<file path="config.mk">
export PLATFORM = sky130hd
export DESIGN_NAME = vmpeg_host
export DESIGN_NICKNAME = d
export VERILOG_FILES = /design/src/hw/vmpeg_pkg.sv /design/src/hw/vmpeg_host.sv /design/src/hw/read_mux.sv /design/src/hw/irq_status.sv /design/src/hw/command_exec.sv /design/src/hw/dclk_timer.sv /design/src/hw/bus_decode.sv
export SDC_FILE = /design/constraint.sdc
export NUM_CORES = 1
export LEC_CHECK = 0
export BUFFER_PORTS_ARGS = -buffer_cell sky130_fd_sc_hd__buf_2
export CORE_MARGIN = 2
export CORE_UTILIZATION = 34
export CTS_CLUSTER_SIZE = 24
export DETAILED_ROUTE_END_ITERATION = 8
export GPL_ROUTABILITY_DRIVEN = 0
export GPL_TIMING_DRIVEN = 0
export HOLD_SLACK_MARGIN = 0.08
export PLACE_DENSITY = 0.53
export SYNTH_ARGS = -nofsm -noshare
export SYNTH_HDL_FRONTEND = slang
export SYNTH_SLANG_ARGS = --single-unit
</file>
<file path="constraint.sdc">
create_clock -name clk -period 2.3 [get_ports clk]
set_input_delay 0.345 -clock clk [delete_from_list [all_inputs] [get_ports clk]]
set_output_delay 0.345 -clock clk [all_outputs]
set_load 0.02 [all_outputs]
</file>
<file path="src/hw/vmpeg_pkg.sv">
`default_nettype none

package vmpeg_pkg;

    typedef logic [15:0] reg_data_t;   // One register word
    typedef logic [14:0] reg_addr_t;   // Word address, bus address bits 15:1
    typedef logic [31:0] dclk_t;       // 45 kHz decoder clock
    typedef logic [3:0]  stream_t;

    // One acknowledged bus access, valid for a single cycle
    typedef struct packed {
        logic      rd;
        logic      wr;
        reg_addr_t addr;
        reg_data_t data;
    } bus_cmd_t;

    typedef struct packed {
        logic erdv;
        logic erdd;
        logic vcup;
        logic pai;    // Pause
        logic vsync;
        logic eii;    // End of ISO stream
        logic esi;    // End of sequence
        logic tim;    // Periodic timer
        logic dcl;
        logic ovf;
        logic ndat;   // Buffer underflow
        logic rfb;
        logic eod;    // Last picture shown
        logic pic;
        logic gop;
        logic seq;
    } fmv_flags_t;

    typedef struct packed {
        logic decoding_started;
        logic frame_decoded;
        logic underflow;
        logic program_end;
    } fma_events_t;

    typedef struct packed {
        logic seq_header;
        logic gop;
        logic picture;
        logic last_picture;
        logic program_end;
        logic seq_end;
        logic underflow;
    } fmv_events_t;

    // FMA unit
    localparam reg_addr_t ADDR_FMA_CMD    = 15'h1800;
    localparam reg_addr_t ADDR_FMA_STAT   = 15'h1801;
    localparam reg_addr_t ADDR_FMA_STRM   = 15'h1804;
    localparam reg_addr_t ADDR_FMA_IVEC   = 15'h1806;
    localparam reg_addr_t ADDR_DCLKH      = 15'h1808;
    localparam reg_addr_t ADDR_DCLKL      = 15'h1809;
    localparam reg_addr_t ADDR_FMA_ISR    = 15'h180D;
    localparam reg_addr_t ADDR_FMA_IER    = 15'h180E;
    // FMV unit
    localparam reg_addr_t ADDR_FMV_IER    = 15'h2030;
    localparam reg_addr_t ADDR_FMV_ISR    = 15'h2031;
    localparam reg_addr_t ADDR_FMV_TCNT   = 15'h2032;
    localparam reg_addr_t ADDR_FMV_TRLD   = 15'h2057;
    localparam reg_addr_t ADDR_FMV_SYSCMD = 15'h2060;
    localparam reg_addr_t ADDR_FMV_STRM   = 15'h2062;
    localparam reg_addr_t ADDR_FMV_IVEC   = 15'h206E;

    // FMA status and interrupt bits
    localparam int FMA_EOI  = 0;
    localparam int FMA_UPD  = 2;
    localparam int FMA_UNF  = 3;
    localparam int FMA_DEC  = 4;
    localparam int FMA_POLL = 8;
    localparam int CMD_DMA  = 15;

    // FMV SYSCMD bits
    localparam int SYS_PLAY    = 3;
    localparam int SYS_PAUSE   = 4;
    localparam int SYS_CLEAR   = 8;
    localparam int SYS_DEC_ON  = 12;
    localparam int SYS_DEC_OFF = 13;
    localparam int SYS_DMA     = 15;

    localparam reg_data_t DEFAULT_TCNT = 16'd55;   // About 10 ms
    localparam int DEFAULT_DCLK_DIVIDER = 667;     // 30 MHz down to 45 kHz

endpackage

`default_nettype wire
</file>
<file path="src/hw/vmpeg_host.sv">
`timescale 1ns/1ps
`default_nettype none

module vmpeg_host #(
    parameter int DCLK_DIVIDER = vmpeg_pkg::DEFAULT_DCLK_DIVIDER
) (
    input  logic                   clk,
    input  logic                   reset,
    input  logic                   cs,
    input  logic                   uds,
    input  logic                   lds,
    input  logic                   write_strobe,
    input  logic [23:1]            address,
    input  vmpeg_pkg::reg_data_t   din,
    input  logic                   intack,
    input  logic                   ack,
    input  logic                   done_in,
    input  logic                   vsync,
    input  vmpeg_pkg::fma_events_t fma_events,
    input  vmpeg_pkg::fmv_events_t fmv_events,
    output vmpeg_pkg::reg_data_t   dout,
    output logic                   bus_ack,
    output logic                   intreq,
    output logic                   req,
    output logic                   rdy,
    output logic                   fmv_dsp_enable,
    output logic                   fmv_playback_active,
    output logic                   fifo_reset,
    output vmpeg_pkg::stream_t     fma_stream,
    output vmpeg_pkg::stream_t     fmv_stream,
    output logic                   dma_for_fma,
    output logic                   mpeg_ram_enabled
);
    import vmpeg_pkg::*;

    bus_cmd_t   cmd;
    reg_data_t  fma_cmd, fma_ier, fma_ivec, fmv_ivec, tcnt;
    reg_data_t  fma_stat, fma_isr, dclkl_latch;
    fmv_flags_t fmv_ier, fmv_isr;
    dclk_t      dclk;
    logic       timer_tick, dma_active, fma_intreq, fmv_intreq;

    bus_decode u_bus_decode (
        .clk, .reset, .cs, .uds, .lds, .write_strobe, .address, .din,
        .bus_ack, .cmd, .mpeg_ram_enabled
    );

    dclk_timer #(.DCLK_DIVIDER(DCLK_DIVIDER)) u_dclk_timer (
        .clk, .reset, .cmd, .tcnt, .dclk, .dclkl_latch, .timer_tick
    );

    command_exec u_command_exec (
        .clk, .reset, .cmd, .ack, .done_in,
        .fma_cmd, .fma_ier, .fma_ivec, .fmv_ivec, .tcnt, .fmv_ier,
        .fma_stream, .fmv_stream, .dma_active, .dma_for_fma,
        .fmv_dsp_enable, .fmv_playback_active, .fifo_reset
    );

    irq_status u_irq_status (
        .clk, .reset, .vsync, .timer_tick, .fma_events, .fmv_events, .cmd,
        .fma_ier, .fmv_ier, .fma_stat, .fma_isr, .fmv_isr, .fma_intreq, .fmv_intreq
    );

    read_mux u_read_mux (
        .cmd_addr(cmd.addr), .intack,
        .fma_cmd, .fma_stat, .fma_ivec, .fma_isr, .fma_ier, .fma_stream,
        .dclk, .dclkl_latch, .fmv_ier, .fmv_isr, .tcnt, .fmv_stream, .fmv_ivec,
        .fma_intreq, .dout
    );

    assign intreq = fma_intreq || fmv_intreq;
    assign req    = dma_active;   // Host DMA sees both lines together
    assign rdy    = dma_active;

endmodule

`default_nettype wire

</file>
<file path="src/hw/read_mux.sv">
`timescale 1ns/1ps
`default_nettype none

module read_mux (
    input  vmpeg_pkg::reg_addr_t  cmd_addr,
    input  logic                  intack,
    input  vmpeg_pkg::reg_data_t  fma_cmd,
    input  vmpeg_pkg::reg_data_t  fma_stat,
    input  vmpeg_pkg::reg_data_t  fma_ivec,
    input  vmpeg_pkg::reg_data_t  fma_isr,
    input  vmpeg_pkg::reg_data_t  fma_ier,
    input  vmpeg_pkg::stream_t    fma_stream,
    input  vmpeg_pkg::dclk_t      dclk,
    input  vmpeg_pkg::reg_data_t  dclkl_latch,
    input  vmpeg_pkg::fmv_flags_t fmv_ier,
    input  vmpeg_pkg::fmv_flags_t fmv_isr,
    input  vmpeg_pkg::reg_data_t  tcnt,
    input  vmpeg_pkg::stream_t    fmv_stream,
    input  vmpeg_pkg::reg_data_t  fmv_ivec,
    input  logic                  fma_intreq,
    output vmpeg_pkg::reg_data_t  dout
);
    import vmpeg_pkg::*;

    always_comb begin
        case (cmd_addr)
            ADDR_FMA_CMD:  dout = fma_cmd;
            ADDR_FMA_STAT: dout = fma_stat;
            ADDR_FMA_STRM: dout = {12'd0, fma_stream};
            ADDR_FMA_IVEC: dout = fma_ivec;
            ADDR_DCLKH:    dout = dclk[31:16];
            ADDR_DCLKL:    dout = dclkl_latch;   // Snapshot from the DCLKH read
            ADDR_FMA_ISR:  dout = fma_isr;
            ADDR_FMA_IER:  dout = fma_ier;
            ADDR_FMV_IER:  dout = fmv_ier;
            ADDR_FMV_ISR:  dout = fmv_isr;
            ADDR_FMV_TCNT: dout = tcnt;
            ADDR_FMV_STRM: dout = {12'd0, fmv_stream};
            ADDR_FMV_IVEC: dout = fmv_ivec;
            default:       dout = '0;
        endcase

        // Vector byte on both halves, FMA first
        if (intack) begin
            if (fma_intreq) dout = {fma_ivec[7:0], fma_ivec[7:0]};
            else dout = {fmv_ivec[10:3], fmv_ivec[10:3]};
        end
    end

endmodule

`default_nettype wire

</file>
<file path="src/hw/irq_status.sv">
`timescale 1ns/1ps
`default_nettype none

module irq_status (
    input  logic                   clk,
    input  logic                   reset,
    input  logic                   vsync,
    input  logic                   timer_tick,
    input  vmpeg_pkg::fma_events_t fma_events,
    input  vmpeg_pkg::fmv_events_t fmv_events,
    input  vmpeg_pkg::bus_cmd_t    cmd,
    input  vmpeg_pkg::reg_data_t   fma_ier,
    input  vmpeg_pkg::fmv_flags_t  fmv_ier,
    output vmpeg_pkg::reg_data_t   fma_stat,
    output vmpeg_pkg::reg_data_t   fma_isr,
    output vmpeg_pkg::fmv_flags_t  fmv_isr,
    output logic                   fma_intreq,
    output logic                   fmv_intreq
);
    import vmpeg_pkg::*;

    logic vsync_s;   // vsync comes from the video clock domain
    logic vsync_q;

    always_ff @(posedge clk) begin
        vsync_s <= vsync;
        vsync_q <= vsync_s;
    end

    always_ff @(posedge clk) begin
        if (reset) begin
            fma_stat <= '0;
            fma_isr  <= '0;
            fmv_isr  <= '0;
        end else begin
            // Clear on read first, so a set on the same edge survives
            if (cmd.rd && cmd.addr == ADDR_FMA_ISR) fma_isr <= '0;
            if (cmd.rd && cmd.addr == ADDR_FMV_ISR) fmv_isr <= '0;

            if (fma_events.decoding_started) begin
                fma_stat[FMA_DEC] <= 1'b1;
                fma_isr[FMA_DEC]  <= 1'b1;
            end
            if (fma_events.frame_decoded) begin
                fma_stat[FMA_DEC] <= 1'b0;   // First frame is out
                fma_stat[FMA_UPD] <= 1'b1;
                fma_isr[FMA_UPD]  <= 1'b1;
            end
            if (fma_events.underflow) begin
                fma_stat[FMA_UNF] <= 1'b1;
                fma_isr[FMA_UNF]  <= 1'b1;
            end
            if (fma_events.program_end) begin
                fma_stat[FMA_EOI] <= 1'b1;
                fma_isr[FMA_EOI]  <= 1'b1;
            end

            if (fmv_events.seq_header) fmv_isr.seq <= 1'b1;
            if (fmv_events.gop) fmv_isr.gop <= 1'b1;
            if (fmv_events.picture) fmv_isr.pic <= 1'b1;
            if (fmv_events.last_picture) fmv_isr.eod <= 1'b1;
            if (fmv_events.program_end) fmv_isr.eii <= 1'b1;
            if (fmv_events.seq_end) fmv_isr.esi <= 1'b1;
            if (fmv_events.underflow) fmv_isr.ndat <= 1'b1;
            if (vsync_s && !vsync_q) fmv_isr.vsync <= 1'b1;

            // Periodic timer also polls the audio unit
            if (timer_tick) begin
                fmv_isr.tim       <= 1'b1;
                fma_isr[FMA_POLL] <= 1'b1;
            end
        end
    end

    assign fma_intreq = |(fma_isr & fma_ier);
    assign fmv_intreq = |(reg_data_t'(fmv_isr) & reg_data_t'(fmv_ier));

endmodule

`default_nettype wire

</file>
<file path="src/hw/command_exec.sv">
`timescale 1ns/1ps
`default_nettype none

module command_exec (
    input  logic                  clk,
    input  logic                  reset,
    input  vmpeg_pkg::bus_cmd_t   cmd,
    input  logic                  ack,
    input  logic                  done_in,
    output vmpeg_pkg::reg_data_t  fma_cmd,
    output vmpeg_pkg::reg_data_t  fma_ier,
    output vmpeg_pkg::reg_data_t  fma_ivec,
    output vmpeg_pkg::reg_data_t  fmv_ivec,
    output vmpeg_pkg::reg_data_t  tcnt,
    output vmpeg_pkg::fmv_flags_t fmv_ier,
    output vmpeg_pkg::stream_t    fma_stream,
    output vmpeg_pkg::stream_t    fmv_stream,
    output logic                  dma_active,
    output logic                  dma_for_fma,
    output logic                  fmv_dsp_enable,
    output logic                  fmv_playback_active,
    output logic                  fifo_reset
);
    import vmpeg_pkg::*;

    reg_data_t wdata;

    assign wdata = cmd.data;

    always_ff @(posedge clk) begin
        if (reset) begin
            fma_cmd             <= '0;
            fma_ier             <= '0;
            fma_ivec            <= '0;
            fmv_ivec            <= '0;
            tcnt                <= DEFAULT_TCNT;
            fmv_ier             <= '0;
            fma_stream          <= '0;
            fmv_stream          <= '0;
            dma_active          <= 1'b0;
            dma_for_fma         <= 1'b0;
            fmv_dsp_enable      <= 1'b0;
            fmv_playback_active <= 1'b0;
            fifo_reset          <= 1'b0;
        end else begin
            fifo_reset <= 1'b0;

            // End of transfer, a new start in the same cycle wins
            if (done_in && ack) begin
                dma_active       <= 1'b0;
                fma_cmd[CMD_DMA] <= 1'b0;
            end

            if (cmd.wr) begin
                case (cmd.addr)
                    ADDR_FMA_CMD: begin
                        fma_cmd <= wdata;
                        if (wdata[CMD_DMA]) begin
                            dma_active  <= 1'b1;
                            dma_for_fma <= 1'b1;
                        end
                        // Start after stop flushes the audio input
                        if (wdata == 16'd2 && fma_cmd == 16'd1) begin
                            fifo_reset <= 1'b1;
                        end
                    end
                    ADDR_FMA_STRM: fma_stream <= wdata[3:0];
                    ADDR_FMA_IVEC: fma_ivec <= wdata;
                    ADDR_FMA_IER:  fma_ier <= wdata;
                    ADDR_FMV_IER:  fmv_ier <= wdata;
                    ADDR_FMV_TCNT: tcnt <= wdata;
                    ADDR_FMV_STRM: fmv_stream <= wdata[3:0];
                    ADDR_FMV_IVEC: fmv_ivec <= wdata;
                    ADDR_FMV_SYSCMD: begin
                        if (wdata[SYS_DMA]) begin
                            dma_active  <= 1'b1;
                            dma_for_fma <= 1'b0;
                        end
                        if (wdata[SYS_PLAY]) fmv_playback_active <= 1'b1;
                        if (wdata[SYS_PAUSE]) fmv_playback_active <= 1'b0;
                        if (wdata[SYS_CLEAR] || wdata[SYS_DEC_OFF]) begin
                            fmv_dsp_enable      <= 1'b0;
                            fmv_playback_active <= 1'b0;
                        end
                        if (wdata[SYS_DEC_ON]) fmv_dsp_enable <= 1'b1;   // Last, so it wins
                    end
                    default: ;
                endcase
            end
        end
    end

endmodule

`default_nettype wire

</file>
<file path="src/hw/dclk_timer.sv">
`timescale 1ns/1ps
`default_nettype none

module dclk_timer #(
    parameter int DCLK_DIVIDER = vmpeg_pkg::DEFAULT_DCLK_DIVIDER
) (
    input  logic                 clk,
    input  logic                 reset,
    input  vmpeg_pkg::bus_cmd_t  cmd,
    input  vmpeg_pkg::reg_data_t tcnt,
    output vmpeg_pkg::dclk_t     dclk,
    output vmpeg_pkg::reg_data_t dclkl_latch,
    output logic                 timer_tick
);
    import vmpeg_pkg::*;

    localparam int DIV_W = (DCLK_DIVIDER > 1) ? $clog2(DCLK_DIVIDER) : 1;

    logic [DIV_W-1:0] div_cnt;
    logic             dclk_tick;
    logic [18:0]      timer_cnt;   // Low 3 bits count DCLK ticks within one unit

    assign dclk_tick = (div_cnt == DIV_W'(DCLK_DIVIDER - 1));

    always_ff @(posedge clk) begin
        if (reset) begin
            div_cnt <= '0;
            dclk    <= '0;
        end else if (dclk_tick) begin
            div_cnt <= '0;
            dclk    <= dclk + 32'd1;
        end else begin
            div_cnt <= div_cnt + DIV_W'(1);
        end
    end

    // Reading the high word freezes the low word for the following read
    always_ff @(posedge clk) begin
        if (cmd.rd && cmd.addr == ADDR_DCLKH) begin
            dclkl_latch <= dclk[15:0];
        end
    end

    always_ff @(posedge clk) begin
        if (reset) begin
            timer_cnt  <= '0;
            timer_tick <= 1'b0;
        end else begin
            timer_tick <= 1'b0;
            if (cmd.wr && cmd.addr == ADDR_FMV_TRLD) begin
                timer_cnt <= '0;   // Reload restarts the period
            end else if (dclk_tick) begin
                if (timer_cnt[18:3] == tcnt) begin
                    timer_tick <= 1'b1;
                    timer_cnt  <= '0;
                end else begin
                    timer_cnt <= timer_cnt + 19'd1;
                end
            end
        end
    end

endmodule

`default_nettype wire

</file>
<file path="src/hw/bus_decode.sv">
`timescale 1ns/1ps
`default_nettype none

module bus_decode (
    input  logic                 clk,
    input  logic                 reset,
    input  logic                 cs,
    input  logic                 uds,
    input  logic                 lds,
    input  logic                 write_strobe,
    input  logic [23:1]          address,
    input  vmpeg_pkg::reg_data_t din,
    output logic                 bus_ack,
    output vmpeg_pkg::bus_cmd_t  cmd,
    output logic                 mpeg_ram_enabled
);
    logic       access;
    logic       ack_cycle;
    logic [5:0] write_cnt;

    assign access    = cs && (uds || lds);
    assign ack_cycle = access && bus_ack;

    // Ack toggles for as long as the CPU holds the access
    always_ff @(posedge clk) begin
        if (reset) begin
            bus_ack <= 1'b0;
        end else if (access) begin
            bus_ack <= !bus_ack;
        end else begin
            bus_ack <= 1'b0;
        end
    end

    always_comb begin
        cmd.rd   = ack_cycle && !write_strobe;
        cmd.wr   = ack_cycle && write_strobe;
        cmd.addr = address[15:1];   // Also drives the read mux during the access
        cmd.data = din;
    end

    // The OS RAM probe stops seeing MPEG RAM once the driver has written enough
    always_ff @(posedge clk) begin
        if (reset) begin
            write_cnt        <= '0;
            mpeg_ram_enabled <= 1'b0;
        end else if (cmd.wr) begin
            write_cnt <= write_cnt + 6'd1;
            if (write_cnt == 6'd63) begin
                mpeg_ram_enabled <= 1'b1;   // 64th write
            end
        end
    end

endmodule

`default_nettype wire

</file>
Yosys cells after proc, flatten, opt, wreduce, memory -nomap -nowiden
Cells that the tools add are included.
Storage, ports and cells
  flip-flop bits (word level): 215
  logic and storage cells: 181
  input port bits: 60
Cells by class
  eq/ne operators: 22
  reductions and logical operators: 55
  muxes and demuxes: 37
  bitwise gates (word level): 6
  add/sub/neg operators: 4
Operators with widths (count)
  16-bit one-hot mux with 13 select lines: 1
  15-bit by 13-bit == test with 1-bit output (second input constant): 8
  15-bit by 14-bit == test with 1-bit output (second input constant): 7
  16-bit 2-to-1 mux: 4
  32-bit by 1-bit adder with 32-bit output (second input constant): 1
  2-bit nonzero test: 16
  16-bit OR reduction: 2
  1-bit 2-to-1 mux: 28
  19-bit by 1-bit adder with 19-bit output (second input constant): 1
  19-bit 2-to-1 mux: 1
  2-bit AND reduction: 9
  12-bit by 16-bit bitwise AND with 16-bit output: 1
  9-bit by 16-bit bitwise AND with 16-bit output: 1
  16-bit by 1-bit == test with 1-bit output (second input constant): 1
  16-bit == test: 1
  16-bit by 2-bit == test with 1-bit output (second input constant): 1
  12-bit 2-to-1 mux: 1
  1-bit logical AND: 11
  10-bit by 1-bit adder with 10-bit output (second input constant): 1
  10-bit == test (second input constant): 1
  2-bit OR reduction: 5
  9-bit 2-to-1 mux: 1
  6-bit by 1-bit adder with 6-bit output (second input constant): 1
  6-bit == test (second input constant): 1
  9 further kinds: 19

Depth between registers and ports, before layout
  depth in word-level cells: 7
  mapped depth: 8
  gate-level depth less buffers: 7

By module
From an unflattened synthesis, not the netlist that was laid out.
Second synthesis, totals
  cells, all modules: 1233
  area, all modules: 11639.9 µm²
Modules (own cells, without submodules)
  command_exec: seq. area each 2182.1 µm², cells an instance 418, area an instance 4531.8 µm², instances 1
  dclk_timer: seq. area each 1721.7 µm², cells an instance 386, area an instance 3594.7 µm², instances 1
  read_mux: seq. area each 0.0 µm², cells an instance 234, area an instance 1845.5 µm², instances 1
  irq_status: seq. area each 400.4 µm², cells an instance 121, area an instance 1061.0 µm², instances 1
  bus_decode: seq. area each 160.2 µm², cells an instance 72, area an instance 593.1 µm², instances 1
  vmpeg_host: seq. area each 0.0 µm², cells an instance 2, area an instance 13.8 µm², instances 1

Worst setup path after synthesis
No wires, ideal clock.
  path type: in2out
  start point: input port address[1] (netlist bit)
  end point: output port dout[1]
  path slack: -0.407 ns
  data arrival time: 2.362 ns
  stages on the path: 7
  path through: clkbuf_1 buf_2 nor3b_1 and3_1 a22oi_1 and4_1 o21ai_0
On the way
  cells in the longest elaborated chain, start to end: 3
RTL lines
  start, declared: line vmpeg_host.sv:13  | input logic [23:1] address,
  15-bit by 14-bit == test with 1-bit output / 15-bit by 13-bit == test with 1-bit output (equally long branches): line read_mux.sv:26  | case (cmd_addr)
  16-bit one-hot mux with 13 select lines *: line read_mux.sv:26
  16-bit 2-to-1 mux *: line read_mux.sv:44  | if (intack) begin
  end, declared: line vmpeg_host.sv:21  | output vmpeg_pkg::reg_data_t dout,
Mark *: on every way between the ends. The rest lies on a longest branch, timed or not.

Final worst setup path
  start point: register u_command_exec.fma_ier[8]
  end point: output port dout[6]
On the way
  cells in the longest elaborated chain, start to end: 4
RTL lines
  start, declared: line command_exec.sv:11  | output vmpeg_pkg::reg_data_t fma_ier,
  start signal, assigned: line command_exec.sv:69  | ADDR_FMA_IER: fma_ier <= wdata;
  9-bit by 16-bit bitwise AND with 16-bit output: line irq_status.sv:75  | assign fma_intreq = |(fma_isr & fma_ier);
  16-bit OR reduction: line irq_status.sv:75
  16-bit 2-to-1 mux: line read_mux.sv:45  | if (fma_intreq) dout = {fma_ivec[7:0], fma_ivec[7:0]};
  16-bit 2-to-1 mux: line read_mux.sv:44
No other way between the ends.

==> summary.txt <==
Run status
  • Status: complete, but fails checks
  • Failing checks: setup timing

Routing
  • Wire per inst: 22.8 um
  • Top routing layer in use: met5
  • Via density: roughly 5.8
  • Drt pass-1 iters: 6
  • Vias: a little over 10000
  • Final wirelength: between 40000 and 50000 um
  • Met2 WL: 17500 um
  • DR iter-0 viols: between 1000 and 1500
  • Antenna Nets Post-Route: 0
  • Routed met3 length: around 3200 um
  • Met1 Wirelength: approximately 18000 um
  • Residual DRC: 0

Power and ir drop
  • Pleak: approximately 4.7 nW
  • Worst VDD drop: about 0.5 mV
  • PwrDens: approximately 630 mW/mm^2

Setup path
  • CP startpoint kind: flop
  • Slowest-stage cell, CP: dfxtp_2
  • CP max stage delay: approximately 0.34 ns
  • Kind of critical path: reg -> out
  • Bufs and invs on worst path: 2
  • Crit-path max FO: 5
  • Crit path max-delay family: compound AO/OA/AOI/OAI gates
  • Crit-path cells: a222oi_1 -> buf_4 -> nand2_8 -> mux2_4 -> a22oi_2 -> a32oi_4 -> buf_6
  • Worst EP required: between 1.5 and 2 ns
  • Worst Path Arrival: ~2.4 ns
  • Endpoint class of the critical path: output pin

STA
  • Final Hold Fails: 0
  • Clk_skew: 0.0124 ns
  • Max-slew violation count: 0
  • Setup_tns: -5.81 ns
  • Unrepaired setup endpoints after global routing: true
  • Slew HR: between 40% and 50%
  • Hold slack final: between 0.1 and 0.15 ns
  • F_max: 365 MHz
  • Final WS setup: -0.439 ns
  • Worst Tran Pin Value: between 0.8 and 0.9 ns
  • Final worst path period need: 2.74 ns
  • Final worst path period share: 119%
  • Final setup viols: 17

Final layout
  • Multi-input logic area: between 0.006 and 0.007 mm^2
  • Register Area: approximately 0.0045 mm^2
  • Synthesis-to-layout area growth: 30.0%
  • Layout cells sized above 1: about a quarter
  • Final nets: ~1400
  • Diode count: 0
  • Fill cell count: 2943
  • Final Cell Area: ~0.013 mm^2

Synth
  • Synth top area share: 38.8%
  • Distinct cells, synth: between 70 and 80
  • Avg Inst Size Synth: roughly 8.4 um^2
  • Leading area contributor after synthesis: dfxtp_1
  • Post-Syn Area: approximately 0.010 mm^2
  • Number of synthesized flops with an enable pin: 16
  • Post-synth ARST share: 0%
  • Cells after synthesis: approximately 1200
  • Area contributors post-synth: dfxtp_1 (39%), nand2_1 (7.6%), a21oi_1 (5.7%), edfxtp_1 (4.7%), nor2_1 (4.1%)
  • Dominant synthesized flop cell: dfxtp_1
  • Ys Warns: 0
  • Post-synthesis sequential element count: around 220
  • Syn_nets: 1283
  • Register area share after synthesis: 43.5%

CTS
  • Clk pin slew, worst setup/hold paths: around 0.06 ns
  • Clk sinks: around 220
  • Max clock buf depth: 3
  • Htree depth: 1
  • CTS tree: built
  • Clk_lat worst skew: around 0.53 ns
  • CTS root buffer: clkbuf_16
  • Inserted Clock Buffers: 25

Floorplan
  • Number of cell rows: 63
  • Die X-Extent: 178 um
  • Initial Util: 34.6%
  • I/O Pins: 93
  • Core ar.: slightly below 0.03 mm^2
  • Die Y: 178 um
  • Die area: 0.0316 mm^2

Global routing
  • First-pass GRT wire length: 60800 um
  • Antenna violations before repair: 1
  • Remaining Overflow, GRT: 0
  • Total GRT Usage: 25.5%
  • Largest net degree at the start of global routing: 17
  • Vias in the first global route: 9623

Run
  • Max-cap viol count: 0

Placement
  • DPL Wire Length: approximately 30000 um
  • Placed cell areas: between 0.01 and 0.015 mm^2
  • I/O Buffers: 72

Worst hold path
  • Type of the worst min-delay path: in -> reg
## synth_stat cells (all sizes together), types with 4 or more instances
cell	instances
o2bb2ai	6
and3b	4
nor3	15
and2	13
clkbuf	62
mux2i	24
nand2	207
a22o	9
ha	5
and3	22
nand3	41
inv	14
a221oi	5
o21ai	38
or4	10
or3	16
nor4	18
nand4	27
and4	15
nand3b	7
buf	16
a22oi	19
a222oi	7
nor2	111
xnor2	20
nor3b	10
mux2	18
nor4b	6
a32o	8
edfxtp	16
a21oi	117
dfxtp	199
xor2	42
nor2b	8
a32oi	14
o31ai	5
a31oi	6
a2111oi	6
## final cells by class
class / instances / share of cell area [%]
flip-flops and latches: 215 / 33.7
plain buffers: 73 / 3.30
clock buffers: 33 / 5.37
multi-input cells: 910 / 45.5
clock inverters: 11 / 0.853
inverters: 15 / 0.422
well taps: 390 / 3.66
repair buffers: 136 / 7.12
## cells in the final DEF (no fill, tap or decap), types with 8 or more instances in the layout
cell type / n
nor2_1: 105
xor2_1: 42
nand3_1: 39
o21ai_2: 13
mux2_2: 16
or3_1: 8
dfxtp_1: 183
nand2_1: 199
dlygate4sd3_1: 12
nor4_1: 14
o21ai_0: 18
xnor2_1: 20
nand4_1: 26
and2_1: 13
and4_1: 12
a21oi_1: 111
inv_1: 13
and3_1: 21
buf_4: 61
buf_6: 15
clkbuf_1: 39
clkbuf_2: 9
edfxtp_1: 16
a22oi_1: 13
mux2i_1: 24
buf_2: 66
clkbuf_16: 27
a32oi_1: 10
dfxtp_2: 10
a22o_1: 9
## logic make-up (layout without fill, tap and decap cells)
kind of cell / Yosys count / after routing / share of synthesized area, %
DFF: 215 / 215 / 43.5
xor gates and xnor gates: 62 / 62 / 5.29
AOI/OAI and AO/OA: 252 / 252 / 15.5
and+or+nand+nor: 549 / 549 / 27.1
adders and majority gates: 5 / 5 / 0.610
muxes: 42 / 42 / 4.32
buffers and inverters: 93 / 268 / 3.63
## metal layers
metal	GRT usage [%]	vias to the layer above
met3	3.60	117
met1	35.8	4947
met2	39.4	489
li1	-	4706
met4	9.60	2
met5	0	-
## what timing repair did
item                                    CTS  global route
hold buffers                             12             0
endpoints found under the hold margin    16             0
endpoints found under the setup margin  155            72
gates resized for setup                 156            54
gates cloned                              0             1
pin swaps                                35            22
buffers inserted                         33            19
## path summary, 6_finish.rpt
check | depth (start not counted) | startpoint | to | slack [ns]
hold reg to reg | 0 | u_irq_status.vsync_s | u_irq_status.vsync_q | 0.37
setup / recovery | 7 | u_command_exec.fma_ier[8] | dout[6] | -0.44
setup reg to reg | 9 | u_dclk_timer.div_cnt[0] | u_dclk_timer.dclk[27] | 0
hold / removal | 4 | ack | u_command_exec.dma_active | 0.11
## power breakdown
part | internal [mW] | switching [mW]
Clock | 2.41 | 1.63
Combinational | 0.153 | 0.335
Sequential | 3.78 | 0.0339
## flip-flops by register name (all words and copies together) (netlist names), 4 cells and up
name,count
u_command_exec.fma_stream,4
u_dclk_timer.div_cnt,10
u_irq_status.fmv_isr,9
u_irq_status.fma_stat,4
u_irq_status.fma_isr,5
u_command_exec.fma_ivec,16
u_command_exec.tcnt,16
u_dclk_timer.dclkl_latch,16
u_command_exec.fma_ier,16
u_bus_decode.write_cnt,6
u_command_exec.fmv_ier,16
u_dclk_timer.timer_cnt,19
u_command_exec.fmv_stream,4
u_command_exec.fmv_ivec,16
u_command_exec.fma_cmd,16
u_dclk_timer.dclk,32
## tightest hold or removal path, delay by kind of cell
family / cells / cell delay, ns
buffers and inverters: 1 / 0.07
AOI/OAI and AO/OA: 1 / 0.05
and+or+nand+nor: 2 / 0.13
## stage by stage
stage	power (mW)	util [%]	setup WS [ns]	cells
after floorplan	4.09	-	-0.0535	1218
after global placement	4.30	38.1	-1.18	1680
after detailed placement	4.30	38.1	-1.16	1680
after CTS	8.37	44.1	-0.450	1765
after global routing	8.58	45.0	-0.540	1783
final	8.35	45.0	-0.439	1783
No activity file was read; power rests on OpenSTA's default activity.
